$ cat src/soc_bus_pkg.sv
`default_nettype none

// ---------------------------------------------------------------------------
// System bus widths
// ---------------------------------------------------------------------------

package soc_bus_pkg;

    typedef logic [31:0] bus_addr_t;    // Byte address on the CPU bus
    typedef logic [31:0] bus_data_t;    // Read and write data
    typedef logic [3:0]  bus_strb_t;    // One strobe per byte lane

    typedef logic [7:0]  byte_t;        // Single byte lane

    // Delay tap select for the external memory controller
    typedef logic [4:0]  delay_sel_t;

endpackage

`default_nettype wire

$ cat src/soc_map_pkg.sv
`default_nettype none

package soc_map_pkg;

    import soc_bus_pkg::*;

    // -----------------------------------------------------------------------
    // Address map
    // -----------------------------------------------------------------------

    localparam bus_addr_t RAM_BASE    = 32'hFFFF_0000;  // Up to top of space, 8 KB echoed
    localparam bus_addr_t GPIO_BASE   = 32'h0300_0000;
    localparam bus_addr_t GPIO_LIMIT  = 32'h0300_0100;
    localparam bus_addr_t FLASH_BASE  = 32'h0E00_0000;  // 128 KB window of the SPI flash
    localparam bus_addr_t FLASH_LIMIT = 32'h0E02_0000;

    localparam bus_data_t UNMAPPED_RDATA = 32'hFFFF_FFFF;

    typedef enum logic [1:0] {
        REGION_NONE,
        REGION_RAM,
        REGION_GPIO,
        REGION_FLASH
    } region_e;

    // GPIO register index, taken from address bits 5:2
    localparam logic [3:0] GPIO_REG_DELAY_SEL = 4'd0;  // R: detected, W: applied
    localparam logic [3:0] GPIO_REG_LED_GREEN = 4'd1;
    localparam logic [3:0] GPIO_REG_LED_RED   = 4'd2;
    localparam logic [3:0] GPIO_REG_Z80_RST   = 4'd3;
    localparam logic [3:0] GPIO_REG_I2C_SCL   = 4'd5;
    localparam logic [3:0] GPIO_REG_I2C_SDA   = 4'd6;  // Reads back the pin
    localparam logic [3:0] GPIO_REG_USB_RST   = 4'd7;

endpackage

`default_nettype wire

$ cat src/gpio_regs.sv
`timescale 1ns/100ps
`default_nettype none

module gpio_regs
    import soc_bus_pkg::*;
    import soc_map_pkg::*;
(
    input  wire         clk_rv,
    input  wire         cpu_resetn,
    input  wire         gpio_valid,
    input  bus_addr_t   mem_addr,
    input  bus_data_t   mem_wdata,
    input  bus_strb_t   mem_wstrb,
    input  delay_sel_t  delay_sel_det,
    input  wire         i2c_sda_in,
    output bus_data_t   gpio_rdata,
    output delay_sel_t  delay_sel,
    output logic        led_red_n,
    output logic        led_green_n,
    output logic        z80_rst,
    output logic        i2c_scl,
    output logic        i2c_sda_low,
    output logic        usb_rst_n
);

    logic [3:0] reg_idx;
    logic       wr_en;
    logic       rd_en;
    logic       led_red;            // Active-high LED state
    logic       led_green;
    logic       i2c_sda;            // 1 releases the line

    assign reg_idx = mem_addr[5:2];
    assign wr_en   = gpio_valid && (mem_wstrb != 4'b0000);
    assign rd_en   = gpio_valid && (mem_wstrb == 4'b0000);

    // -----------------------------------------------------------------------
    // Control registers
    // -----------------------------------------------------------------------

    always_ff @(posedge clk_rv) begin
        if (!cpu_resetn) begin
            delay_sel <= delay_sel_det;     // Start from the detected tap
            led_red   <= 1'b0;
            led_green <= 1'b0;
            z80_rst   <= 1'b1;
            i2c_scl   <= 1'b1;
            i2c_sda   <= 1'b1;
            usb_rst_n <= 1'b0;              // USB held in reset until firmware
        end else if (wr_en) begin
            case (reg_idx)
                GPIO_REG_DELAY_SEL: delay_sel <= mem_wdata[4:0];
                GPIO_REG_LED_GREEN: led_green <= mem_wdata[0];
                GPIO_REG_LED_RED:   led_red   <= mem_wdata[0];
                GPIO_REG_Z80_RST:   z80_rst   <= mem_wdata[0];
                GPIO_REG_I2C_SCL:   i2c_scl   <= mem_wdata[0];
                GPIO_REG_I2C_SDA:   i2c_sda   <= mem_wdata[0];
                GPIO_REG_USB_RST:   usb_rst_n <= mem_wdata[0];
                default: ;                  // Index 4 and above 7 ignored
            endcase
        end
    end

    // Read data lands with the default ready
    always_ff @(posedge clk_rv) begin
        if (rd_en) begin
            case (reg_idx)
                GPIO_REG_DELAY_SEL: gpio_rdata <= {27'd0, delay_sel_det};
                GPIO_REG_Z80_RST:   gpio_rdata <= {31'd0, z80_rst};
                GPIO_REG_I2C_SDA:   gpio_rdata <= {31'd0, i2c_sda_in};
                default:            gpio_rdata <= '0;
            endcase
        end
    end

    // Pin side
    assign led_red_n   = !led_red;      // LEDs are active low
    assign led_green_n = !led_green;
    assign i2c_sda_low = !i2c_sda;      // Open drain, pull low only

endmodule

`default_nettype wire

$ cat config.mk
export PLATFORM = sky130hd
export DESIGN_NAME = gpio_regs
export DESIGN_NICKNAME = d
export VERILOG_FILES = /design/src/soc_bus_pkg.sv /design/src/soc_map_pkg.sv /design/src/gpio_regs.sv
export SDC_FILE = /design/constraint.sdc
export NUM_CORES = 1
export LEC_CHECK = 0
export BUFFER_PORTS_ARGS = -buffer_cell sky130_fd_sc_hd__buf_2
export CORE_ASPECT_RATIO = 1.4
export CORE_MARGIN = 3
export CORE_UTILIZATION = 36
export CTS_BUF_LIST = sky130_fd_sc_hd__clkbuf_4
export DETAILED_ROUTE_END_ITERATION = 8
export PLACE_DENSITY = 0.9
export SYNTH_ARGS = -nofsm -noshare
export SYNTH_HDL_FRONTEND = slang
export SYNTH_SLANG_ARGS = --single-unit
$ cat constraint.sdc
create_clock -name clk_rv -period 3.05 [get_ports clk_rv]
set_input_delay 0.305 -clock clk_rv [delete_from_list [all_inputs] [get_ports clk_rv]]
set_output_delay 0.305 -clock clk_rv [all_outputs]
set_load 0.02 [all_outputs]
# ---- Yosys cells after proc, flatten, opt, wreduce, memory -nomap -nowiden
# Index checks and enable logic that the tools add are counted.
dict set report totals {
  input_bits 77
  ff_bits 43
  word_cells 35
  out_inout_bits 43
}
dict set report op_classes {
  n_mux 4
  eq_ne 8
  n_reduce_logical 15
}
# op n
set op_table {}
lappend op_table {{$mux W5} 3}
lappend op_table {{$pmux W5 S3} 1}
lappend op_table {{$reduce_and A2 Y1} 7}
lappend op_table {{$eq A4 B3 Y1 const B} 3}
lappend op_table {{$eq A4 B2 Y1 const B} 2}
lappend op_table {{$logic_not A4 Y1} 2}
lappend op_table {{$eq A4 B1 Y1 const B} 1}
lappend op_table {{$ne A2 B1 Y1 const B} 2}
lappend op_table {{$reduce_bool A4 Y1} 1}
lappend op_table {{$logic_not A1 Y1} 3}
lappend op_table {{$logic_and A1 B1 Y1} 2}

# ---- Depth between registers and ports, before layout
dict set report logic_depth {
  ltp_word 4
  ltp_mapped 3
}

# ---- Worst setup path before layout
# OpenSTA, ideal clock, no wires.
dict set report synth_timing {
  kind {in2reg}
  startpoint {input mem_wstrb[1]}
  endpoint {register gpio_rdata[0] (enable)}
  arrival_ns 0.973
  setup_ns 0.315
  slack_ns 1.762
  path_stages 2
  path_cell_list {nor4_4 -> and2_1}
}
dict set report synth_between {
  elab_chain_len 2
}
# item line_no
set synth_rtl {}
lappend synth_rtl {{start, declared} gpio_regs.sv:13} ;# input bus_strb_t mem_wstrb,
lappend synth_rtl {{$logic_not A4 Y1} gpio_regs.sv:35} ;# assign rd_en = gpio_valid && (mem_wstrb == 4'b0000);
lappend synth_rtl {{$logic_and A1 B1 Y1} gpio_regs.sv:35}
lappend synth_rtl {{net rd_en} gpio_regs.sv:28} ;# logic rd_en;
lappend synth_rtl {{end signal, assigned} gpio_regs.sv:68} ;# GPIO_REG_DELAY_SEL: gpio_rdata <= {27'd0, delay_sel_det};
lappend synth_rtl {{end signal, assigned} gpio_regs.sv:69} ;# GPIO_REG_Z80_RST: gpio_rdata <= {31'd0, z80_rst};
lappend synth_rtl {{end signal, assigned} gpio_regs.sv:70} ;# GPIO_REG_I2C_SDA: gpio_rdata <= {31'd0, i2c_sda_in};
lappend synth_rtl {{end, declared} gpio_regs.sv:16} ;# output bus_data_t gpio_rdata,
# The timed path passes the listed nets, and every way through them passes these cells.
# A chain may end at the register's enable or synchronous reset.

# ---- Worst setup path after layout
dict set report layout_timing {
  startpoint {input mem_addr[2]}
  endpoint {register delay_sel[0] (enable)}
}
dict set report layout_between {
  elab_chain_len 3
}
# item line_no
set layout_rtl {}
lappend layout_rtl {{start, declared} gpio_regs.sv:11} ;# input bus_addr_t mem_addr,
lappend layout_rtl {{$logic_not A4 Y1} gpio_regs.sv:51} ;# case (reg_idx)
lappend layout_rtl {{$ne A2 B1 Y1 (no source line)} --}
lappend layout_rtl {{$reduce_and A2 Y1 (no source line)} --}
lappend layout_rtl {{end signal, assigned} gpio_regs.sv:43} ;# delay_sel <= delay_sel_det;
lappend layout_rtl {{end signal, assigned} gpio_regs.sv:52} ;# GPIO_REG_DELAY_SEL: delay_sel <= mem_wdata[4:0];
lappend layout_rtl {{end, declared} gpio_regs.sv:17} ;# output delay_sel_t delay_sel,
# No other way between the ends.

==> impl_results.md <==
* Synth area leaders: edfxtp_1 31%, buf_4 21%, dfxtp_1 12%
* Crit path max-delay family: simple AND/OR/NAND/NOR gates
* Largest net degree at the start of global routing at 15
* Max clock buf depth at 2
* IO Count at 120
* Setup violators final at 0
* Hpwl dp at 1450 µm
* Power Density at 399 mW/mm²
* Startpoint Class: input pin
* Setup TNS at 0 ps
* Die H at 67.5 µm
* Max-Cap Viols at 0
* Relative slew margins at 0.671
* Slowest-stage cell, CP: nor4_2
* Clock transition at the registers of the reported paths at 90 ps
* Final hold vios at 0
* Reg power frac at 0.540
* EDFF count, synth at 10
* Seq/Total Area, Yosys at 0.432
* Hold Crit Depth at 2
* Crit. path cell count at 4
* Layout cells sized above 1 at 0.359
* Synth Instances at 92
* Setup Fix Bufs, Post-CTS at 0
* Crit. End Element: register
* Final Cycle Share at 0.417
* Count of warnings emitted by yosys at 0
* Total CTS buffers at 3
* Outcome: finished clean
* Routed WL at 1740 µm
* Slew Limit Fails at 0
* Worst Max-Slew Pin Slew at 490 ps
* Clock power share at 0.252
* R2r worst-path depth at 3
* Tmin final at 1270 ps
* CP peak stage delay at 500 ps
* P&R area growth vs syn at 14.8%
* DRC violations left at 0
* PortBufs at 37
* Resize count post-CTS at 0
* Gr ovfl total at 0
* Top_reg_cell synth: edfxtp_1
* Cell Area, Synth at 973 µm²
* Hold_buf cts at 0
* Async SR Flop Fraction at 0
* CTS tree: yes
* Post-synth top area cell: edfxtp_1
* Worst reg-to-reg setup slack at 2090 ps
* Die width at 49.9 µm
* Vias in the first global route at 607
* Via Count at 682
* CTS Root Cell: clkbuf_4
* Vias per cell at 4.13
* Global-route wire length before repair at 2560 µm
* Setup CP Type: input pin to register
* Max Fclk at 786 MHz
* Worst-path fanout max at 8
* Htree depth at 1
* Detail Route Antenna Nets at 0
* Synth Area per Inst at 10.6 µm²
* 1st-iter DRT viols at 10
* Synth top cells by count: 27 x buf_4, 10 x edfxtp_1, 8 x nand2_1
* All-Layer GR Usage at 0.101
* P_int at 313 µW
* GP Congestion at 0.785
* Final net count at 209
* Initial core utilization at 0.390
* Yosys reg bits at 16
* Die Area at 0.00337 mm²
* Yosys top cell area share at 0.308
* RSZ-0062 raised after global routing: false
* Initial antenna violation count at 0
* Finished Core Util at 0.448
* Sw frac at 0.298
* Cell with the most instances after synthesis: buf_4
* WL per Instance at 10.6 µm
* CP bufs+invs at 1
* Clock skew at 0.136 ps
* Leakage at 0.483 nW
* Combinational share of power at 0.208
* Worst min path class: input pin to register
* Total iterations of the first detailed-routing run at 4
* Critical path data arrival time at 1260 ps
* Critical path cell sequence: buf_2 -> nor4_2 -> nand3b_1 -> nand2_1
* CTS sink count at 16
* # diodes at 0
* Switch Pwr at 133 µW
* Fillers at 249
* Required time of the critical path at 3040 ps
* Core area at 0.00250 mm²
* Netlist cell types at 24
* Clock latency at the later pin of the worst-skew pair at 280 ps
* Worst-case hold slack at 317 ps
* Row cnt at 21
* Worst vdd ir at 0.150 mV
state kept, by name, indices dropped and copies added (netlist names):
register    cells
delay_sel       5
gpio_rdata      5
i2c_scl         1
i2c_sda         1
led_green       1
led_red         1
usb_rst_n       1
z80_rst         1
kinds of logic after synthesis:
group,count (synthesis),share of synthesized area
mux,10,0.108
simple gates,29,0.202
flops,16,0.432
compound gates,3,0.0219
buf+inv,33,0.233
other cells,1,0.00385
placed cells by master, fill, tap and decap left out, types with 2 or more instances in the layout:
cell,instances
nor4_1,2
inv_1,5
nand3b_1,2
edfxtp_1,10
mux2i_1,6
mux2_2,4
nand2_1,8
and2_1,5
dfxtp_1,6
buf_2,37
nor2b_1,4
clkbuf_4,3
conb_1,27
path summary, 6_finish.rpt:
| check | to | from |
|---|---|---|
| setup / recovery | delay_sel[0] | mem_addr[2] |
| hold / removal | delay_sel[1] | mem_wdata[1] |
| setup reg to reg | gpio_rdata[0] | z80_rst |
| hold reg to reg | usb_rst_n | usb_rst_n |
power groups by stage:
stage          registers (mW)  logic (mW)  clock network [mW]
4_1_cts                 0.241      0.0923               0.114
3_3_place_gp            0.246      0.0910                   0
3_5_place_dp            0.246      0.0920                   0
6_report                0.241      0.0927               0.112
5_1_grt                 0.242       0.100               0.122
2_1_floorplan           0.257      0.0766                   0
worst register-to-register path: cells and delay by family (launching register included):
family,cells,cell delay (ps)
simple gates,1,60
compound gates,2,340
flops,1,330
final cells by class:
cell class,instances,area (µm²),area share
multi-input cells,69,424,0.380
flip-flops and latches,16,420,0.376
repair buffers,37,185,0.166
well taps,34,42.5,0.0381
clock buffers,3,22.5,0.0202
inverters,5,18.8,0.0168
clock inverters,1,3.75,0.00336
metrics by stage:
stage / worst slack, ps / instances / area [µm²] / power (mW)
floorplan: 1760 / 118 / 1070 / 0.334
global placement: 1510 / 161 / 1090 / 0.337
detailed placement: 1470 / 161 / 1090 / 0.338
CTS: 1780 / 165 / 1120 / 0.447
global route: 1610 / 165 / 1120 / 0.464
finish: 1780 / 165 / 1120 / 0.446
metal layers:
metal | up-vias | global-route usage | routed length [µm]
li1 | 343 | - | -
met1 | 282 | 0.0952 | 618
met2 | 55 | 0.194 | 838
met3 | 2 | 0.0464 | 276
met4 | 0 | 0.0311 | 7
met5 | - | 0 | 0
No activity file was read; power rests on OpenSTA's default activity.
