**src/soc_bus_pkg.sv**
```systemverilog
`default_nettype none

// ---------------------------------------------------------------------------
// System bus widths
// ---------------------------------------------------------------------------

package soc_bus_pkg;

    typedef logic [31:0] bus_addr_t;    // Byte address on the CPU bus
    typedef logic [31:0] bus_data_t;    // Read and write data
    typedef logic [3:0]  bus_strb_t;    // One strobe per byte lane

    typedef logic [7:0]  byte_t;        // Single byte lane

    // Delay tap select for the external memory controller
    typedef logic [4:0]  delay_sel_t;

endpackage

`default_nettype wire

```
**src/soc_map_pkg.sv**
```systemverilog
`default_nettype none

package soc_map_pkg;

    import soc_bus_pkg::*;

    // -----------------------------------------------------------------------
    // Address map
    // -----------------------------------------------------------------------

    localparam bus_addr_t RAM_BASE    = 32'hFFFF_0000;  // Up to top of space, 8 KB echoed
    localparam bus_addr_t GPIO_BASE   = 32'h0300_0000;
    localparam bus_addr_t GPIO_LIMIT  = 32'h0300_0100;
    localparam bus_addr_t FLASH_BASE  = 32'h0E00_0000;  // 128 KB window of the SPI flash
    localparam bus_addr_t FLASH_LIMIT = 32'h0E02_0000;

    localparam bus_data_t UNMAPPED_RDATA = 32'hFFFF_FFFF;

    typedef enum logic [1:0] {
        REGION_NONE,
        REGION_RAM,
        REGION_GPIO,
        REGION_FLASH
    } region_e;

    // GPIO register index, taken from address bits 5:2
    localparam logic [3:0] GPIO_REG_DELAY_SEL = 4'd0;  // R: detected, W: applied
    localparam logic [3:0] GPIO_REG_LED_GREEN = 4'd1;
    localparam logic [3:0] GPIO_REG_LED_RED   = 4'd2;
    localparam logic [3:0] GPIO_REG_Z80_RST   = 4'd3;
    localparam logic [3:0] GPIO_REG_I2C_SCL   = 4'd5;
    localparam logic [3:0] GPIO_REG_I2C_SDA   = 4'd6;  // Reads back the pin
    localparam logic [3:0] GPIO_REG_USB_RST   = 4'd7;

endpackage

`default_nettype wire

```
**src/bus_response.sv**
```systemverilog
`timescale 1ns/100ps
`default_nettype none

module bus_response
    import soc_bus_pkg::*;
    import soc_map_pkg::*;
(
    input  wire        clk_rv,
    input  wire        rst_rv,
    input  wire        mem_valid,
    input  region_e    region,
    input  wire        flash_ready,
    input  bus_data_t  ram_rdata,
    input  bus_data_t  gpio_rdata,
    input  bus_data_t  flash_rdata,
    output logic       mem_ready,
    output bus_data_t  mem_rdata
);

    logic default_ready;

    // One-cycle ready for every target without a ready of its own,
    // unmapped addresses included so the CPU never hangs
    always_ff @(posedge clk_rv) begin
        if (!rst_rv) begin
            default_ready <= 1'b0;
        end else begin
            default_ready <= mem_valid && !mem_ready && (region != REGION_FLASH);
        end
    end

    assign mem_ready = default_ready || flash_ready;

    // -----------------------------------------------------------------------
    // Read data select
    // -----------------------------------------------------------------------

    always_comb begin
        case (region)
            REGION_RAM:   mem_rdata = ram_rdata;
            REGION_GPIO:  mem_rdata = gpio_rdata;
            REGION_FLASH: mem_rdata = flash_rdata;
            default:      mem_rdata = UNMAPPED_RDATA;  // Unmapped reads as all ones
        endcase
    end

endmodule

`default_nettype wire

```
**config.mk**
```make
export PLATFORM = sky130hd
export DESIGN_NAME = bus_response
export DESIGN_NICKNAME = d
export VERILOG_FILES = /design/src/soc_bus_pkg.sv /design/src/soc_map_pkg.sv /design/src/bus_response.sv
export SDC_FILE = /design/constraint.sdc
export NUM_CORES = 1
export LEC_CHECK = 0
export CORE_MARGIN = 2
export CORE_UTILIZATION = 26
export CTS_BUF_LIST = sky130_fd_sc_hd__clkbuf_16
export DETAILED_ROUTE_END_ITERATION = 8
export DONT_BUFFER_PORTS = 1
export GPL_TIMING_DRIVEN = 0
export PLACE_DENSITY = 0.42
export SETUP_SLACK_MARGIN = 0.5
export SKIP_CTS_REPAIR_TIMING = 1
export SLEW_MARGIN = 20
export SYNTH_ARGS = -nofsm -noshare
export SYNTH_HDL_FRONTEND = slang
export SYNTH_SLANG_ARGS = --single-unit
export TNS_END_PERCENT = 5
```
**constraint.sdc**
```tcl
create_clock -name clk_rv -period 2.25 [get_ports clk_rv]
set_input_delay 0.1125 -clock clk_rv [delete_from_list [all_inputs] [get_ports clk_rv]]
set_output_delay 0.1125 -clock clk_rv [all_outputs]
set_load 0.1 [all_outputs]
```
### Word-level counts from Yosys, hierarchy flattened

Index checks and enable logic that the tools add are counted.

| operators by class | value |
|---|---|
| reductions and logical operators | 4 |
| equality and inequality tests | 4 |
| multiplexer cells | 1 |

Operator list:

| cell | count |
|---|---|
| 32-bit one-hot mux with 3 select lines | 1 |
| 2-bit == test, second input constant | 2 |
| 2-bit by 1-bit == test with 1-bit output, second input constant | 1 |
| 1-bit logical AND | 2 |
| 2-bit inequality test, second input constant | 1 |
| 1-bit logical NOT | 1 |
| 1-bit logical OR | 1 |

| storage, ports and cells | value |
|---|---|
| bits in registers | 1 |
| input port bits | 102 |

### Logic depth before layout (Yosys ltp)

Gate-level depths: netlist (run 1).

| depth | value |
|---|---|
| depth in word-level cells | 4 |
| mapped depth | 4 |
| depth with buffers taken out | 2 |

### Worst setup path after synthesis (run 1)

No wires, ideal clock.

| path | value |
|---|---|
| path kind | input to output |
| start point | input region[0] |
| end point | output mem_rdata[10] |
| slack | 0.034 ns |
| cell stages on the path | 4 |
| buffers on the path | 2 |
| arrival time | 2.103 ns |
| required time | 2.138 ns |
| path through | buf_4 nand2b_4 buf_4 a2bb2oi_1 |

| between the ends | value |
|---|---|
| longest elaborated chain between the ends | 2 |
| elaborated cells on any way between the ends | 4 |
| classes of those cells | 3 x eq/ne; 1 x mux |

RTL lines:

| item | line | source |
|---|---|---|
| start, declared | bus_response.sv:11 | `input region_e region,` |
| 2-bit == test / 2-bit by 1-bit == test with 1-bit output (equally long branches) | bus_response.sv:39 | `case (region)` |
| 32-bit one-hot mux with 3 select lines * | bus_response.sv:39 |  |
| end, declared | bus_response.sv:17 | `output bus_data_t mem_rdata` |

Every way passes the cells marked *; elsewhere a longest branch is shown, timed or not.

### Worst setup path after layout (run 1)

| path | value |
|---|---|
| start point | input region[0] |
| end point | output mem_rdata[18] |

Same word-level chain as after synthesis.

==> results.yml, run 1 <==
routing:
  wl_per_cell_um: 23.1
  drt_iter0_drc: 19
  first_pass_iters: 7
  wirelength_um: 2570
  drc: 9
  viasPerCell: 6.67
  vias: 740
  antenna_left: 0
sta:
  hold_viol_final: 0
  max_slew.worst_pin.slew_ns: 1.18
  min_period_ns: 1.78
  final.setup.tns_ns: 0
  rsz0062_at_grt: "yes"
  setup_ws_ns: 0.466
  skew_ns: 0
  maxSlewHeadroom_pct: 21.0
  max_freq_ghz: 0.561
  period_share_pct: 79.3
  setup_viol: 0
  drv_slew: 0
synthesis:
  synthMuxAreaShare_pct: 41.0
  synth.area.top_cells: "mux2i_1 41%, a2bb2oi_1 34%, buf_12 7.7%, a2bb2oi_2 3.8%, buf_4 2.9%"
  yosysMostFrequentCell: "mux2i_1"
  synth_edf_count: 0
  yosysWarnings: 0
  async_reset_ff_share_pct: 0
  synth_compound_area_share_pct: 38.5
  syn-num-nets: 182
  synth-xor-area-share_pct: 0
  synth_area_leader_cell: "mux2i_1"
  synthAdderAreaFrac_pct: 0
  yosys.area_share.simple_pct: 3.04
  yosysTopAreaCellShare_pct: 41.0
  synth_top_family_by_area: "multiplexers"
  yosysUniqueCellTypes: 12
  yosys-top-cells-count: "32 x mux2i_1, 30 x a2bb2oi_1, 3 x buf_12, 3 x buf_4, 3 x clkbuf_1"
  syn_area_um2: 781
  synth_flop_cell: "dfxtp_1"
  synth-seq-cells: 1
  syn_inst: 80
  syn_avg_cell_area_um2: 9.76
  synth-seq-area-share_pct: 2.56
placed_design:
  dp.cells: 111
  pre_cts_slack_ns: 0.526
  numPortBuffers: 0
  place_congestion: 0.641
  dpl.hpwl_um: 2190
job:
  maxCapViolations: 0
die:
  start_util_pct: 27.8
  core_area_um2: 2810
  dieArea_um2: 3460
  dieHeight_um: 58.8
  rows: 19
  die_w_um: 58.8
  ios: 135
worst_setup_path:
  critPathTopFamily: "compound AO/OA/AOI/OAI gates"
  crit_type: "in2out"
  path_max_fanout: 10
  endpoint_kind: "output pin"
  critPathBufInv: 2
  cp.required_ns: 2.14
  cpMaxStageDelayCell: "a2bb2oi_2"
  start_kind: "input port"
  critPathArrivalTime_ns: 1.67
  cpPeakStageDelay_ns: 1.04
  cp_cell_sequence: "buf_4 > clkbuf_1 > a2bb2oi_2"
layout:
  fin_cells: 111
  n_fill_cell: 277
  areaGrowthSynthToFinish_pct: 37.7
  largestRegisters: "default_ready: 1 flops"
  drive_gt1_share_pct: 52.5
  antenna_cells: 0
  final_nets: 184
  largest_reg_flops: 1
  largest_register: "default_ready"
min_path:
  hold_class: "in2reg"
power_and_ir_drop:
  vdd_drop_max_v: 0.000239
  p_per_area_nw_per_um2: 578
  p_leak_nw: 0.418
global_routing:
  busiest_layer: "met2"
  grt_max_degree: 11
  grtUsageMet2_pct: 24.6
  grt_pass1_vias: 759
  grt_pass1_wl_um: 3620
  grt.total_usage_pct: 12.9
  use_met1_pct: 16.7
  grt_overflow: 0
  use_met3_pct: 1.10
  antenna_found_initial: 0
run_status:
  violations: "DRC"
  status: "finished with violations"
clocking:
  clk_latency_ns: 0
  clkTransAtPathRegs_ns: 0
stage by stage:
stage	total power, mW	area (µm²)	util [%]	hold WS (ns)
after global routing	0.635	1070	38.3	0.260
after global placement	0.554	820	29.2	0.238
final	0.621	1070	38.3	0.241
after CTS	0.607	1020	36.3	0.245
after detailed placement	0.607	1020	36.3	0.245
after floorplan	0.536	781	-	0.233
layout make-up:
cell class | count | area, µm² | area share, %
tap | 31 | 38.8 | 3.61
multi-input combinational | 68 | 900 | 83.7
buffer | 11 | 116 | 10.8
sequential | 1 | 20.0 | 1.86
cells by family after synthesis:
family,count (synthesis)
simple gates,3
mux,32
flops,1
buf+inv,11
compound gates,33
where the power goes:
part,switching (mW),leakage [nW],internal [mW]
sequential,0.000117,0.00817,0.0188
clock,0,0,0
combinational,0.472,0.410,0.130
placed cells by master (no fill, tap or decap):
| cell type | instances |
|---|---|
| a211oi_1 | 1 |
| or2_2 | 1 |
| dfxtp_1 | 1 |
| buf_4 | 3 |
| nand2_1 | 1 |
| buf_12 | 3 |
| mux2i_1 | 32 |
| buf_6 | 2 |
| a2bb2oi_2 | 26 |
| a2bb2oi_4 | 6 |
| clkbuf_1 | 3 |
| nand2b_4 | 1 |
layer usage:
| metal | share of wire, % | vias to the layer above |
|---|---|---|
| met1 | 37 | 341 |
| li1 | - | 329 |
| met5 | 0 | - |
| met3 | 9.8 | 0 |
| met2 | 53 | 70 |
| met4 | 0 | 0 |
path summary, 6_finish.rpt:
| check | cells after the start | startpoint | end | slack (ns) |
|---|---|---|---|---|
| worst max-delay path | 3 | region[0] | mem_rdata[18] | 0.47 |
| worst min register to register | 2 | default_ready$_SDFF_PN0_ | default_ready$_SDFF_PN0_ | 0.88 |
| worst max register to register | 2 | default_ready$_SDFF_PN0_ | default_ready$_SDFF_PN0_ | 1.10 |
| worst min-delay path | 2 | mem_valid | default_ready$_SDFF_PN0_ | 0.24 |
Power figures use the tool's default switching activity.
==> inputs of run 2 (changes only) <==
--- a/config.mk
+++ b/config.mk
@@ -11,7 +11,7 @@
 export DETAILED_ROUTE_END_ITERATION = 8
 export DONT_BUFFER_PORTS = 1
 export GPL_TIMING_DRIVEN = 0
-export PLACE_DENSITY = 0.42
+export PLACE_DENSITY = 0.44
 export SETUP_SLACK_MARGIN = 0.5
 export SKIP_CTS_REPAIR_TIMING = 1
 export SLEW_MARGIN = 20
==> constraint.sdc (replaced) <==
create_clock -name clk_rv -period 1.5 [get_ports clk_rv]
set_input_delay 0.075 -clock clk_rv [delete_from_list [all_inputs] [get_ports clk_rv]]
set_output_delay 0.075 -clock clk_rv [all_outputs]
set_load 0.1 [all_outputs]
==> run 2 against run 1 <==
  * The flow still finishes with violations (DRC)
  * Total power grew 77%
  * Setup slack got worse by 0.20 ns
  * Cell count rose by 5.4%
  * Routed wire length shrank 2.0%
  * Clock skew unchanged
  * Sequential share of layout area decreased by 0.54 points
  * Sequential power up 50%
==> results.yml, run 2 (synthesis gave the netlist of run 1 again) <==
routing:
  antenna_left: 0
  drc: 9
  wl_per_cell_um: 21.5
  viasPerCell: 6.59
  vias: 771
  wirelength_um: 2520
  drt_iter0_drc: 15
  first_pass_iters: 5
sta:
  min_period_ns: 1.23
  skew_ns: 0
  holdWs_ns: 0.205
  period_share_pct: 82.3
  drv_slew: 0
  rsz0062_at_grt: "yes"
  final.setup.tns_ns: 0
  max_freq_ghz: 0.810
  max_slew.worst_pin.slew_ns: 0.707
  maxSlewHeadroom_pct: 52.7
  hold_viol_final: 0
  setup_viol: 0
layout:
  drive_gt1_share_pct: 59.3
  fin_cells: 117
  antenna_cells: 0
  n_fill_cell: 241
  largestRegisters: "default_ready: 1 flops"
  final_nets: 190
  largest_register: "default_ready"
  largest_reg_flops: 1
  areaGrowthSynthToFinish_pct: 94.1
  final_cell_mix: "32 x mux2i_1, 32 x a2bb2oi_4, 7 x buf_12"
power_and_ir_drop:
  vdd_drop_max_v: 0.000333
  p_leak_nw: 0.581
  p_per_area_nw_per_um2: 725
die:
  dieArea_um2: 3460
  start_util_pct: 27.8
  rows: 19
  die_w_um: 58.8
  dieHeight_um: 58.8
  ios: 135
  core_area_um2: 2810
min_path:
  hold_class: "in2reg"
  min_from: "mem_valid"
  min_path_cells: 2
  min_to: "default_ready$_SDFF_PN0_"
placed_design:
  dpl.hpwl_um: 2120
  numPortBuffers: 0
  dp.cells: 111
  place_congestion: 0.605
worst_setup_path:
  rr_worst_depth: 2
  regToRegEndpoint: "default_ready$_SDFF_PN0_"
  path_max_fanout: 8
  critPathArrivalTime_ns: 1.16
  reg2reg_slack_ns: 0.35
  cpPeakStageDelay_ns: 0.55
  critPathBufInv: 2
  cp_cell_sequence: "buf_12 > nand2b_4 > clkbuf_16 > a2bb2oi_4"
  critPathTopFamily: "compound AO/OA/AOI/OAI gates"
  r2r-start: "default_ready$_SDFF_PN0_"
  crit_type: "in2out"
  cp.required_ns: 1.42
  start_kind: "input port"
  endpoint_kind: "output pin"
  cpMaxStageDelayCell: "a2bb2oi_4"
global_routing:
  grt_pass1_wl_um: 3170
  grt.total_usage_pct: 11.2
  grt_pass1_vias: 700
  grt_overflow: 0
  antenna_found_initial: 0
  grt_max_degree: 11
run_status:
  violations: "DRC"
  status: "finished with violations"
job:
  maxCapViolations: 0
clocking:
  clk_latency_ns: 0
  clkTransAtPathRegs_ns: 0
==> run 2: cell count changes in the layout (fill, tap and decap cells not counted) <==
| cell | before | now |
|---|---|---|
| buf_6 | 2 | 1 |
| buf_12 | 3 | 7 |
| a2bb2oi_2 | 26 | 0 |
| buf_2 | 0 | 3 |
| clkbuf_1 | 3 | 0 |
| clkbuf_16 | 0 | 3 |
| a2bb2oi_4 | 6 | 32 |
==> run 2: metrics by stage <==
step,worst slack (ns),area (µm²),power [mW],util (%)
6_report,0.266,1520,1.10,54.0
5_1_grt,0.221,1520,1.13,54.0
4_1_cts,0.154,1350,1.05,48.1
3_5_place_dp,0.154,1350,1.05,48.1
3_3_place_gp,0.152,1350,1.05,48.1
2_1_floorplan,0.225,1310,1.02,-
==> run 2: power breakdown <==
| group | internal, mW | switching, mW | leakage, nW |
|---|---|---|---|
| clock network | 0 | 0 | 0 |
| registers | 0.0281 | 0.000183 | 0.00817 |
| logic | 0.314 | 0.757 | 0.573 |
==> run 2: final cells by class <==
type	instances	area (µm²)	share of cell area, %
multi-input cells	68	1190	78.7
well taps	31	38.8	2.56
plain buffers	11	166	11.0
flip-flops and latches	1	20.0	1.32
repair buffers	6	97.6	6.44
==> run 2: worst register-to-register path: stages, from the launching register on <==
cell      delay, ns
dfxtp_1        0.27
or2_2          0.50
a211oi_1       0.28
==> run 2: worst max-delay path by stage <==
stage | startpoint | endpoint | slack, ns | cells past startpoint
global route | region[0] | mem_rdata[15] | 0.22 | 4
CTS | region[0] | mem_rdata[6] | 0.15 | 4
floorplan | region[0] | mem_rdata[25] | 0.23 | 3
finish | region[0] | mem_rdata[2] | 0.27 | 4
global placement | region[0] | mem_rdata[6] | 0.15 | 4
detailed placement | region[0] | mem_rdata[6] | 0.15 | 4
==> run 2: per-layer routing <==
layer	GRT usage, %	vias up	part of all wire [%]
li1	-	344	-
met1	12.0	358	29
met2	23.7	69	57
met3	1.76	0	14
met4	0	0	0
met5	0	-	0
