<file path="src/hold_counter.sv">
`timescale 1ns/100ps
`default_nettype none

module hold_counter #(
    parameter int HOLD_CYCLES = 16
) (
    input  wire   clk_rv,
    input  wire   clear,
    input  wire   enable,
    output logic  done
);

    localparam int                CNT_W    = $clog2(HOLD_CYCLES + 1);
    localparam logic [CNT_W-1:0]  TERMINAL = CNT_W'(HOLD_CYCLES);

    logic [CNT_W-1:0] count;

    always_ff @(posedge clk_rv) begin
        if (clear) begin
            count <= '0;
        end else if (enable && !done) begin
            count <= count + 1'b1;          // Saturates at terminal count
        end
    end

    assign done = (count == TERMINAL);

endmodule

`default_nettype wire

</file>
<file path="src/reset_sequencer.sv">
`timescale 1ns/100ps
`default_nettype none

module reset_sequencer #(
    parameter int HOLD_CYCLES = 16
) (
    input  wire   clk_rv,
    input  wire   rst_rv,
    input  wire   init_done,
    output logic  cpu_resetn
);

    typedef enum logic [1:0] {
        ST_WAIT_INIT,
        ST_HOLD,
        ST_RUN
    } rst_state_e;

    rst_state_e state;
    rst_state_e state_next;
    logic       hold_done;

    always_comb begin
        state_next = state;
        if (!init_done) begin
            state_next = ST_WAIT_INIT;      // Memory lost init, start over
        end else begin
            case (state)
                ST_WAIT_INIT: state_next = ST_HOLD;
                ST_HOLD:      state_next = hold_done ? ST_RUN : ST_HOLD;
                default:      state_next = ST_RUN;
            endcase
        end
    end

    always_ff @(posedge clk_rv) begin
        if (!rst_rv) begin
            state      <= ST_WAIT_INIT;
            cpu_resetn <= 1'b0;
        end else begin
            state      <= state_next;
            cpu_resetn <= (state_next == ST_RUN);
        end
    end

    // Counter sits cleared while waiting, runs only in hold
    hold_counter #(
        .HOLD_CYCLES (HOLD_CYCLES)
    ) u_hold_counter (
        .clk_rv (clk_rv),
        .clear  (state == ST_WAIT_INIT),
        .enable (state == ST_HOLD),
        .done   (hold_done)
    );

endmodule

`default_nettype wire

</file>
<file path="config.mk">
export PLATFORM = sky130hd
export DESIGN_NAME = reset_sequencer
export DESIGN_NICKNAME = d
export VERILOG_FILES = /design/src/hold_counter.sv /design/src/reset_sequencer.sv
export SDC_FILE = /design/constraint.sdc
export NUM_CORES = 1
export LEC_CHECK = 0
export ABC_AREA = 1
export BUFFER_PORTS_ARGS = -buffer_cell sky130_fd_sc_hd__buf_2
export CAP_MARGIN = 40
export CORE_AREA = 3 3 40 42
export DETAILED_ROUTE_END_ITERATION = 10
export DIE_AREA = 0 0 43 45
export GPL_ROUTABILITY_DRIVEN = 0
export GPL_TIMING_DRIVEN = 0
export SLEW_MARGIN = 20
export SYNTH_ARGS = -nofsm -noshare
export SYNTH_HDL_FRONTEND = slang
export SYNTH_SLANG_ARGS = --single-unit
export TNS_END_PERCENT = 10
</file>
<file path="constraint.sdc">
create_clock -name clk_rv -period 2.8 [get_ports clk_rv]
set_input_delay 0.56 -clock clk_rv [delete_from_list [all_inputs] [get_ports clk_rv]]
set_output_delay 0.56 -clock clk_rv [all_outputs]
set_load 0.02 [all_outputs]
</file>
Word level (Yosys, flattened, before mapping)
Cells that the tools add are included.
{"block": "word_totals", "reg_bits": 8, "input_bits": 3}
{"block": "classes", "n_addsub": 1, "eq_ne": 3, "muxes": 3, "n_reduce_logical": 3}
{"operator": "$add A5 B1 Y5 const B", "n": 1}
{"operator": "$eq A5 B5 Y1 const B", "n": 1}
{"operator": "$mux W2", "n": 2}
{"operator": "$pmux W2 S2", "n": 1}
{"operator": "$eq A2 B1 Y1 const B", "n": 1}
{"operator": "$eq A2 B2 Y1 const B", "n": 1}
{"operator": "$logic_not A2 Y1", "n": 1}
{"operator": "$logic_and A1 B1 Y1", "n": 1}
{"operator": "$logic_not A1 Y1", "n": 1}

Logic depth before layout (Yosys ltp)
Gate-level depths: netlist of the first run.
{"block": "logic_depth", "word_depth": 5, "ltp_mapped": 9, "ltp_nobuf": 9}

By module
Synthesis of the first run repeated with hierarchy kept, for this count alone.
{"block": "hier_totals", "cells_unflattened": 54, "area_unflattened_um2": 380.4}
{"module": "hold_counter", "instances": 1, "cells_per_inst": 41, "area_per_inst_um2": 277.8, "seq_area_each_um2": 100.1}
{"module": "reset_sequencer", "instances": 1, "cells_per_inst": 13, "area_per_inst_um2": 102.6, "seq_area_each_um2": 60.1}

Worst setup path before layout of the first run
Ideal clock, no wire load.
{"block": "synth_path", "kind": "register to register", "start": "register u_hold_counter.count[0]", "end": "register state[0]", "setup_time_ns": 0.062, "arrival_time_ns": 1.011, "setup_slack_ns": 1.727, "stages_incl_launch_ff": 10, "path_buffers": 0, "period_less_slack_ns": 1.073, "path_cell_list": "dfxtp_1 -> inv_1 -> ha_1 -> nand2_1 -> inv_1 -> nand2_4 -> nand2_4 -> nand2_2 -> nand2_2 -> nor2_2"}
{"block": "synth_between", "elab_chain_len": 4}
{"item": "from (decl)", "line": "hold_counter.sv:16", "source": "logic [CNT_W-1:0] count;"}
{"item": "from (signal assigned)", "line": "hold_counter.sv:22", "source": "count <= count + 1'b1;"}
{"item": "$eq A5 B5 Y1", "line": "hold_counter.sv:26", "source": "assign done = (count == TERMINAL);"}
{"item": "$mux W2", "line": "reset_sequencer.sv:30", "source": "ST_HOLD: state_next = hold_done ? ST_RUN : ST_HOLD;"}
{"item": "$pmux W2 S2", "line": "reset_sequencer.sv:28", "source": "case (state)"}
{"item": "$mux W2", "line": "reset_sequencer.sv:25", "source": "if (!init_done) begin"}
{"item": "to (signal assigned)", "line": "reset_sequencer.sv:41", "source": "state <= state_next;"}
{"item": "to (decl)", "line": "reset_sequencer.sv:19", "source": "rst_state_e state;"}
No other way between the ends.
A chain may end at the register's enable or synchronous reset.

Final worst setup path of the first run
{"block": "layout_path", "start": "register cpu_resetn", "end": "output port cpu_resetn"}
{"item": "from (decl)", "line": "reset_sequencer.sv:10", "source": "output logic cpu_resetn"}
{"item": "from (signal assigned)", "line": "reset_sequencer.sv:42", "source": "cpu_resetn <= (state_next == ST_RUN);"}
No word-level cell between the ends.

==> summary.md, run 1 <==
| Metric | Value |
|---|---|
| RSZ-0062 raised after global routing | `no` |
| Post-route cell area | `487 sq um` |
| Chip Height | `45 um` |
| Final ANT Viol Nets | `0` |
| Relative slew slack | `85.2%` |
| Final-report max-slew violation count | `0` |
| Die boundary width | `43 um` |
| Clock transition at path regs | `0.05 ns` |
| Critical path startpoint category | `flip-flop` |
| Max cap viols | `0` |
| Most frequent cells in the layout | `sky130_fd_sc_hd__nand2_1 (11), sky130_fd_sc_hd__inv_1 (10), sky130_fd_sc_hd__dfxtp_1 (8)` |
| Total Nets Final | `69` |
| Actual slew at the worst max-slew pin | `0.221 ns` |
| Total number of vias | `346` |
| Number of gates on the worst path with buffers counted | `1` |
| Gate power share | `9.5%` |
| Filler Cell Count | `138` |
| Number of unique standard cell types used by synthesis | `14` |
| Clk Tree Root Cell | `sky130_fd_sc_hd__clkbuf_4` |
| Area growth, synth to finish | `13.1%` |
| Residual DRC count | `0` |
| Total of cells resized after clock tree synthesis | `0` |
| Number of hold violations in the final report | `0` |
| ANT cells | `0` |
| Number of buffer and inverter instances along the worst setup path | `1` |
| Total internal power | `173 uW` |
| Finish-stage setup viols | `0` |
| Drt first pass iters | `3` |
| Initial core utilization | `33.5%` |
| Leakage power summed over all cells | `0.203 nW` |
| Sequential Power Share | `52.8%` |
| Synthesized area | `430 sq um` |
| Clk buf depth | `2` |
| Clk_skew | `0.000305 ns` |
| Worst EP arrival | `0.70 ns` |
| Largest incremental delay on the critical path | `0.30 ns` |
| Multi-input gate area | `233 sq um` |
| Total of warnings raised by yosys | `0` |
| Clk Latency, worst-skew pair | `0.25 ns` |
| Average wire per standard cell | `8.27 um` |
| Most common library cell in the layout ignoring fill and taps | `sky130_fd_sc_hd__nand2_1` |
| Worst setup path category | `reg2out` |
| Number of global-route vias before repair | `337` |
| Number of buffers added for setup after CTS | `0` |
| Reg area | `160 sq um` |
| Portion of the post-synthesis area used by sequential elements | `37.2%` |
| Number of nets produced by synthesis | `61` |
| F_max | `793 MHz` |
| Number of buffers created by CTS | `3` |
| Result of the run | `finished clean` |
| Slack of the worst reg-to-reg path | `1.63 ns` |
| Core outline area | `0.00128 sq mm` |
| Worst r2r path cells | `9` |
| Number of cell rows | `13` |
| Period utilization | `45.0%` |
| Nature of the critical path endpoint | `output port` |
| Sw power | `51.5 uW` |
| Slowest cell on the critical path | `sky130_fd_sc_hd__dfxtp_1` |
| Final worst path period need | `1.26 ns` |
| CP Data Required Time | `2.24 ns` |
| Routed WL | `637 um` |
| Syn avg cell area | `7.69 sq um` |
| Gr usage total | `9.34%` |
| Clk sinks | `8` |
| TritonCTS clock tree | `done` |
| Initial antenna violation count | `0` |
| Wire length of the first global-routing pass | `1290 um` |
| Clk network pwr share | `37.6%` |
| Largest fanout of any net on the critical path | `1` |
| DP Area | `464 sq um` |
| Cts-stage hold buffer count | `0` |
| Total power density per cell area | `461 mW/mm^2` |
| Via density | `4.49` |
| Count of routing violations after the opening detailed-route iteration | `7` |
| Count of port buffers added during placement | `3` |
| Switching Share | `22.9%` |
| Accumulated negative setup slack | `0 ns` |
| Class of the tightest hold or removal check | `reg2reg` |
| Cell family with most CP delay | `flip-flops` |
| Die area | `0.00194 sq mm` |
| Synth Instances | `56` |
| Peak supply drop | `0.251 mV` |
| Share of post-route cells with drive strength above 1 | `27.4%` |
| Number of cells on the worst hold path | `2` |
| IO Count | `4` |
| Number of H-tree branching levels | `1` |
| Maximum number of pins on one net before global-route repair | `9` |
| Cells along the critical path | `buf_2` |
| Sum of net half-perimeters after detailed placement | `505 um` |
| Total Power | `224 uW` |
| Overflow left after global routing | `0` |
| Number of synthesized register bits | `8` |
layer usage:
metal | GRT usage (%) | up-vias | share of wire, %
li1 | - | 188 | -
met1 | 11.4 | 146 | 47
met2 | 13.2 | 7 | 44
met3 | 3.59 | 5 | 5.0
met4 | 7.23 | 0 | 3.8
met5 | 0 | - | 0
power by group through the flow:
stage,sequential [mW],clock [mW],combinational [mW]
floorplan,0.121,0,0.0161
global placement,0.121,0,0.0213
detailed placement,0.121,0,0.0215
CTS,0.119,0.0880,0.0218
global route,0.119,0.0921,0.0251
finish,0.119,0.0845,0.0214
Yosys cell counts:
cell                      number  share of area, %
sky130_fd_sc_hd__a21oi_1       2               2.3
sky130_fd_sc_hd__nand2_4       2               5.2
sky130_fd_sc_hd__nand2_2       2               2.9
sky130_fd_sc_hd__nand3_1       5               5.8
sky130_fd_sc_hd__nor2_2        5               7.3
sky130_fd_sc_hd__nor2_8        1               4.7
sky130_fd_sc_hd__nand4_1       2               2.9
sky130_fd_sc_hd__a21oi_2       1               2.0
sky130_fd_sc_hd__dfxtp_1       8                37
sky130_fd_sc_hd__nor2_1        4               3.5
sky130_fd_sc_hd__nand2_1      11               9.6
sky130_fd_sc_hd__ha_1          2               5.8
sky130_fd_sc_hd__inv_1        10               8.7
sky130_fd_sc_hd__xor2_1        1               2.0
cell type report:
cell class | instances | share of cell area, %
Sequential cell | 8 | 32.9
Clock buffer | 3 | 4.63
Inverter | 10 | 7.71
Timing Repair Buffer | 3 | 3.08
Multi-Input combinational cell | 38 | 47.8
Tap cell | 15 | 3.86
sequential cells by signal, indices dropped and copies added, names as in the netlist:
register / flops
u_hold_counter.count: 5
state: 2
cpu_resetn: 1
final timing paths:
| path | start | end |
|---|---|---|
| max | cpu_resetn | cpu_resetn |
| min | u_hold_counter.count[0] | u_hold_counter.count[0] |
| max reg2reg | u_hold_counter.count[0] | state[0] |
| min reg2reg | u_hold_counter.count[0] | u_hold_counter.count[0] |
per-stage QoR:
stage | utilization (%) | setup WS [ns] | std cells | hold slack [ns]
global placement | 36.1 | 1.62 | 74 | 0.476
global route | 37.9 | 1.49 | 77 | 0.510
floorplan | - | 1.73 | 56 | 0.456
finish | 37.9 | 1.54 | 77 | 0.485
CTS | 37.9 | 1.53 | 77 | 0.491
detailed placement | 36.1 | 1.63 | 74 | 0.482
kinds of logic (layout without fill, tap and decap cells):
kind of cell / Yosys count / after routing / share of synthesized area (%)
AND/OR/NAND/NOR: 32 / 32 / 41.9
adder cells (fa/ha/maj): 2 / 2 / 5.81
XOR/XNOR: 1 / 1 / 2.04
AO/OA/AOI/OAI: 3 / 3 / 4.36
buffers and inverters: 10 / 16 / 8.72
flip-flops: 8 / 8 / 37.2
No activity file was read; power rests on OpenSTA's default activity.
==> run 2: changes to the inputs <==
==> constraint.sdc (replaced) <==
create_clock -name clk_rv -period 1.3 [get_ports clk_rv]
set_input_delay 0.26 -clock clk_rv [delete_from_list [all_inputs] [get_ports clk_rv]]
set_output_delay 0.26 -clock clk_rv [all_outputs]
set_load 0.02 [all_outputs]
==> run 2 against run 1 <==
Effect of this change:
- worst setup slack worse by 1.4 ns
- sequential share of layout area up 0.17 points
- critical endpoint is now state[0]
- combinational power up 110%
- global-route usage unchanged
- largest power group unchanged
==> summary.md, run 2 (synthesis results as in run 1) <==
| Metric | Value |
|---|---|
| Result of the run | `finished clean` |
| Clk network pwr share | `37.6% (about the same)` |
| Area growth, synth to finish | `13.4%` |
| Cts-stage hold buffer count | `0 (unchanged)` |
| Final ANT Viol Nets | `0 (unchanged)` |
| Initial antenna violation count | `0 (unchanged)` |
| Die boundary width | `43 um (unchanged)` |
| TritonCTS clock tree | `done` |
| Number of buffers added for setup after CTS | `0 (unchanged)` |
| Average wire per standard cell | `8.27 um (unchanged)` |
| Switching Share | `22.9% (about the same)` |
| Period utilization | `87.6%` |
| Clock transition at path regs | `0.05 ns (about the same)` |
| Nature of the critical path endpoint | `flip-flop` |
| Routed WL | `637 um (unchanged)` |
| Multi-input gate area | `233 sq um (unchanged)` |
| Overflow left after global routing | `0 (unchanged)` |
| Filler Cell Count | `137 (-0.72%)` |
| Critical R2R Launch | `u_hold_counter.count[1]` |
| Clk_skew | `0.000305 ns (unchanged)` |
| Total power density per cell area | `991 mW/mm^2 (+110%)` |
| Clk Latency, worst-skew pair | `0.25 ns (about the same)` |
| CP Data Required Time | `1.49 ns (-0.75 ns)` |
| Gr usage total | `9.34% (unchanged)` |
| ANT cells | `0 (unchanged)` |
| Register ranked first by flip-flop count | `u_hold_counter.count` |
| Leakage power summed over all cells | `0.204 nW (+0.23%)` |
| Core outline area | `0.00128 sq mm (unchanged)` |
| Slack of the worst reg-to-reg path | `0.16 ns (-1.47 ns)` |
| Drt first pass iters | `3 (unchanged)` |
| Finish-stage setup viols | `0 (unchanged)` |
| Total Nets Final | `69 (unchanged)` |
| Most common library cell in the layout ignoring fill and taps | `sky130_fd_sc_hd__nand2_1` |
| Total number of vias | `346 (unchanged)` |
| Maximum number of pins on one net before global-route repair | `9 (unchanged)` |
| Capture endpoint of the worst hold path | `state[0]` |
| Peak supply drop | `0.541 mV (+120%)` |
| Count of routing violations after the opening detailed-route iteration | `7 (unchanged)` |
| RSZ-0062 raised after global routing | `no` |
| Accumulated negative setup slack | `0 ns (unchanged)` |
| Worst r2r path cells | `9 (unchanged)` |
| Slowest cell on the critical path | `sky130_fd_sc_hd__dfxtp_1` |
| Number of H-tree branching levels | `1 (unchanged)` |
| Final worst path period need | `1.14 ns` |
| Top flop regs | `u_hold_counter.count x5, state x2, cpu_resetn x1` |
| Clk Tree Root Cell | `sky130_fd_sc_hd__clkbuf_4` |
| Number of cells on the worst hold path | `3 (+1)` |
| Number of cell rows | `13 (unchanged)` |
| IO Count | `4 (unchanged)` |
| Count of port buffers added during placement | `3 (unchanged)` |
| Wire length of the first global-routing pass | `1290 um (unchanged)` |
| Number of hold violations in the final report | `0 (unchanged)` |
| Actual slew at the worst max-slew pin | `0.221 ns (unchanged)` |
| DP Area | `464 sq um (unchanged)` |
| Sw power | `111 uW (+120%)` |
| Total internal power | `373 uW (+120%)` |
| Reg-to-reg critical path endpoint | `state[0]` |
| Largest fanout of any net on the critical path | `8 (+7)` |
| Number of global-route vias before repair | `337 (unchanged)` |
| Die area | `0.00194 sq mm (unchanged)` |
| Sequential Power Share | `52.9% (about the same)` |
| Residual DRC count | `0 (unchanged)` |
| F_max | `878 MHz` |
| Most frequent cells in the layout | `sky130_fd_sc_hd__nand2_1 (11), sky130_fd_sc_hd__inv_1 (10), sky130_fd_sc_hd__dfxtp_1 (7)` |
| Number of buffers created by CTS | `3 (unchanged)` |
| Worst setup path category | `reg2reg` |
| Worst Min Path Start | `rst_rv` |
| Cells along the critical path | `inv_1 > ha_1 > nand2_1 > inv_1 > nand2_4 > nand2_4 > nand2_2 > nand2_2 > nor2_2` |
| Worst EP arrival | `1.33 ns (+0.63 ns)` |
| Via density | `4.49 (unchanged)` |
| Max cap viols | `0 (unchanged)` |
| Critical path startpoint category | `flip-flop` |
| Post-route cell area | `488 sq um (+0.26%)` |
| Chip Height | `45 um (unchanged)` |
| Clk buf depth | `2 (unchanged)` |
| Final-report max-slew violation count | `0 (unchanged)` |
| Largest incremental delay on the critical path | `0.37 ns (+0.07 ns)` |
| Flip-flop count of the largest register, all copies and words added | `5 (unchanged)` |
| Sum of net half-perimeters after detailed placement | `505 um (unchanged)` |
| Initial core utilization | `33.5% (unchanged)` |
| Class of the tightest hold or removal check | `in2reg` |
| Relative slew slack | `85.2% (unchanged)` |
| Share of post-route cells with drive strength above 1 | `29.0% (+1.6 points)` |
| Clk sinks | `8 (unchanged)` |
| Gate power share | `9.5% (about the same)` |
| Reg area | `161 sq um (+0.78%)` |
[run 2: cell types whose count changed in the layout (fill, tap and decap cells not counted)]
| cell | previous run | this run |
|---|---|---|
| sky130_fd_sc_hd__dfxtp_2 | 0 | 1 |
| sky130_fd_sc_hd__dfxtp_1 | 8 | 7 |
[run 2: cell type report]
| class | count | share of cell area (%) |
|---|---|---|
| Tap cell | 15 | 3.85 |
| Multi-Input combinational cell | 38 | 47.7 |
| Clock buffer | 3 | 4.62 |
| Inverter | 10 | 7.69 |
| Timing Repair Buffer | 3 | 3.08 |
| Sequential cell | 8 | 33.1 |
[run 2: worst max-delay path: cells and delay by family (launching register included)]
kind	cells	cell delay [ns]
adders and majority gates	1	0.17
buffers and inverters	2	0.12
DFF	1	0.37
and+or+nand+nor	6	0.43
[run 2: repair_timing]
item                                   in CTS  in global routing
setup endpoints to repair                   0                  2
gates resized for setup                     0                  1
endpoints found under the hold margin       0                  0
[run 2: power by group through the flow]
| stage | Clock, mW | Combinational (mW) | Sequential [mW] |
|---|---|---|---|
| final | 0.182 | 0.0460 | 0.256 |
| after global routing | 0.198 | 0.0540 | 0.256 |
| after CTS | 0.190 | 0.0470 | 0.255 |
| after detailed placement | 0 | 0.0464 | 0.261 |
| after global placement | 0 | 0.0458 | 0.260 |
| after floorplan | 0 | 0.0347 | 0.261 |
[run 2: per-layer routing]
| layer | vias to the layer above | track usage (%) | part of all wire, % |
|---|---|---|---|
| met4 | 0 | 7.23 | 3.8 |
| li1 | 188 | - | - |
| met5 | - | 0 | 0 |
| met2 | 7 | 13.2 | 44 |
| met3 | 5 | 3.59 | 5.0 |
| met1 | 146 | 11.4 | 47 |
[run 2: worst max-delay path by stage]
| stage | from | to | slack [ns] | cells after the start |
|---|---|---|---|---|
| finish | u_hold_counter.count[1] | state[0] | 0.16 | 9 |
| global placement | u_hold_counter.count[0] | state[0] | 0.12 | 9 |
| floorplan | u_hold_counter.count[0] | state[0] | 0.23 | 9 |
| CTS | u_hold_counter.count[0] | state[0] | 0.11 | 9 |
| global route | u_hold_counter.count[1] | u_hold_counter.count[4] | 0.006 | 9 |
| detailed placement | u_hold_counter.count[0] | state[0] | 0.13 | 9 |
[run 2: per-stage QoR]
stage                     hold WS (ns)  total power [mW]  setup WS (ns)  instances  utilization, %
after floorplan                  0.380             0.296          0.227         56               -
after global placement           0.476             0.306          0.120         74            36.1
after detailed placement         0.482             0.307          0.130         74            36.1
after CTS                        0.243             0.492          0.114         77            37.9
after global routing             0.255             0.508        0.00609         77            38.0
final                            0.248             0.484          0.161         77            38.0
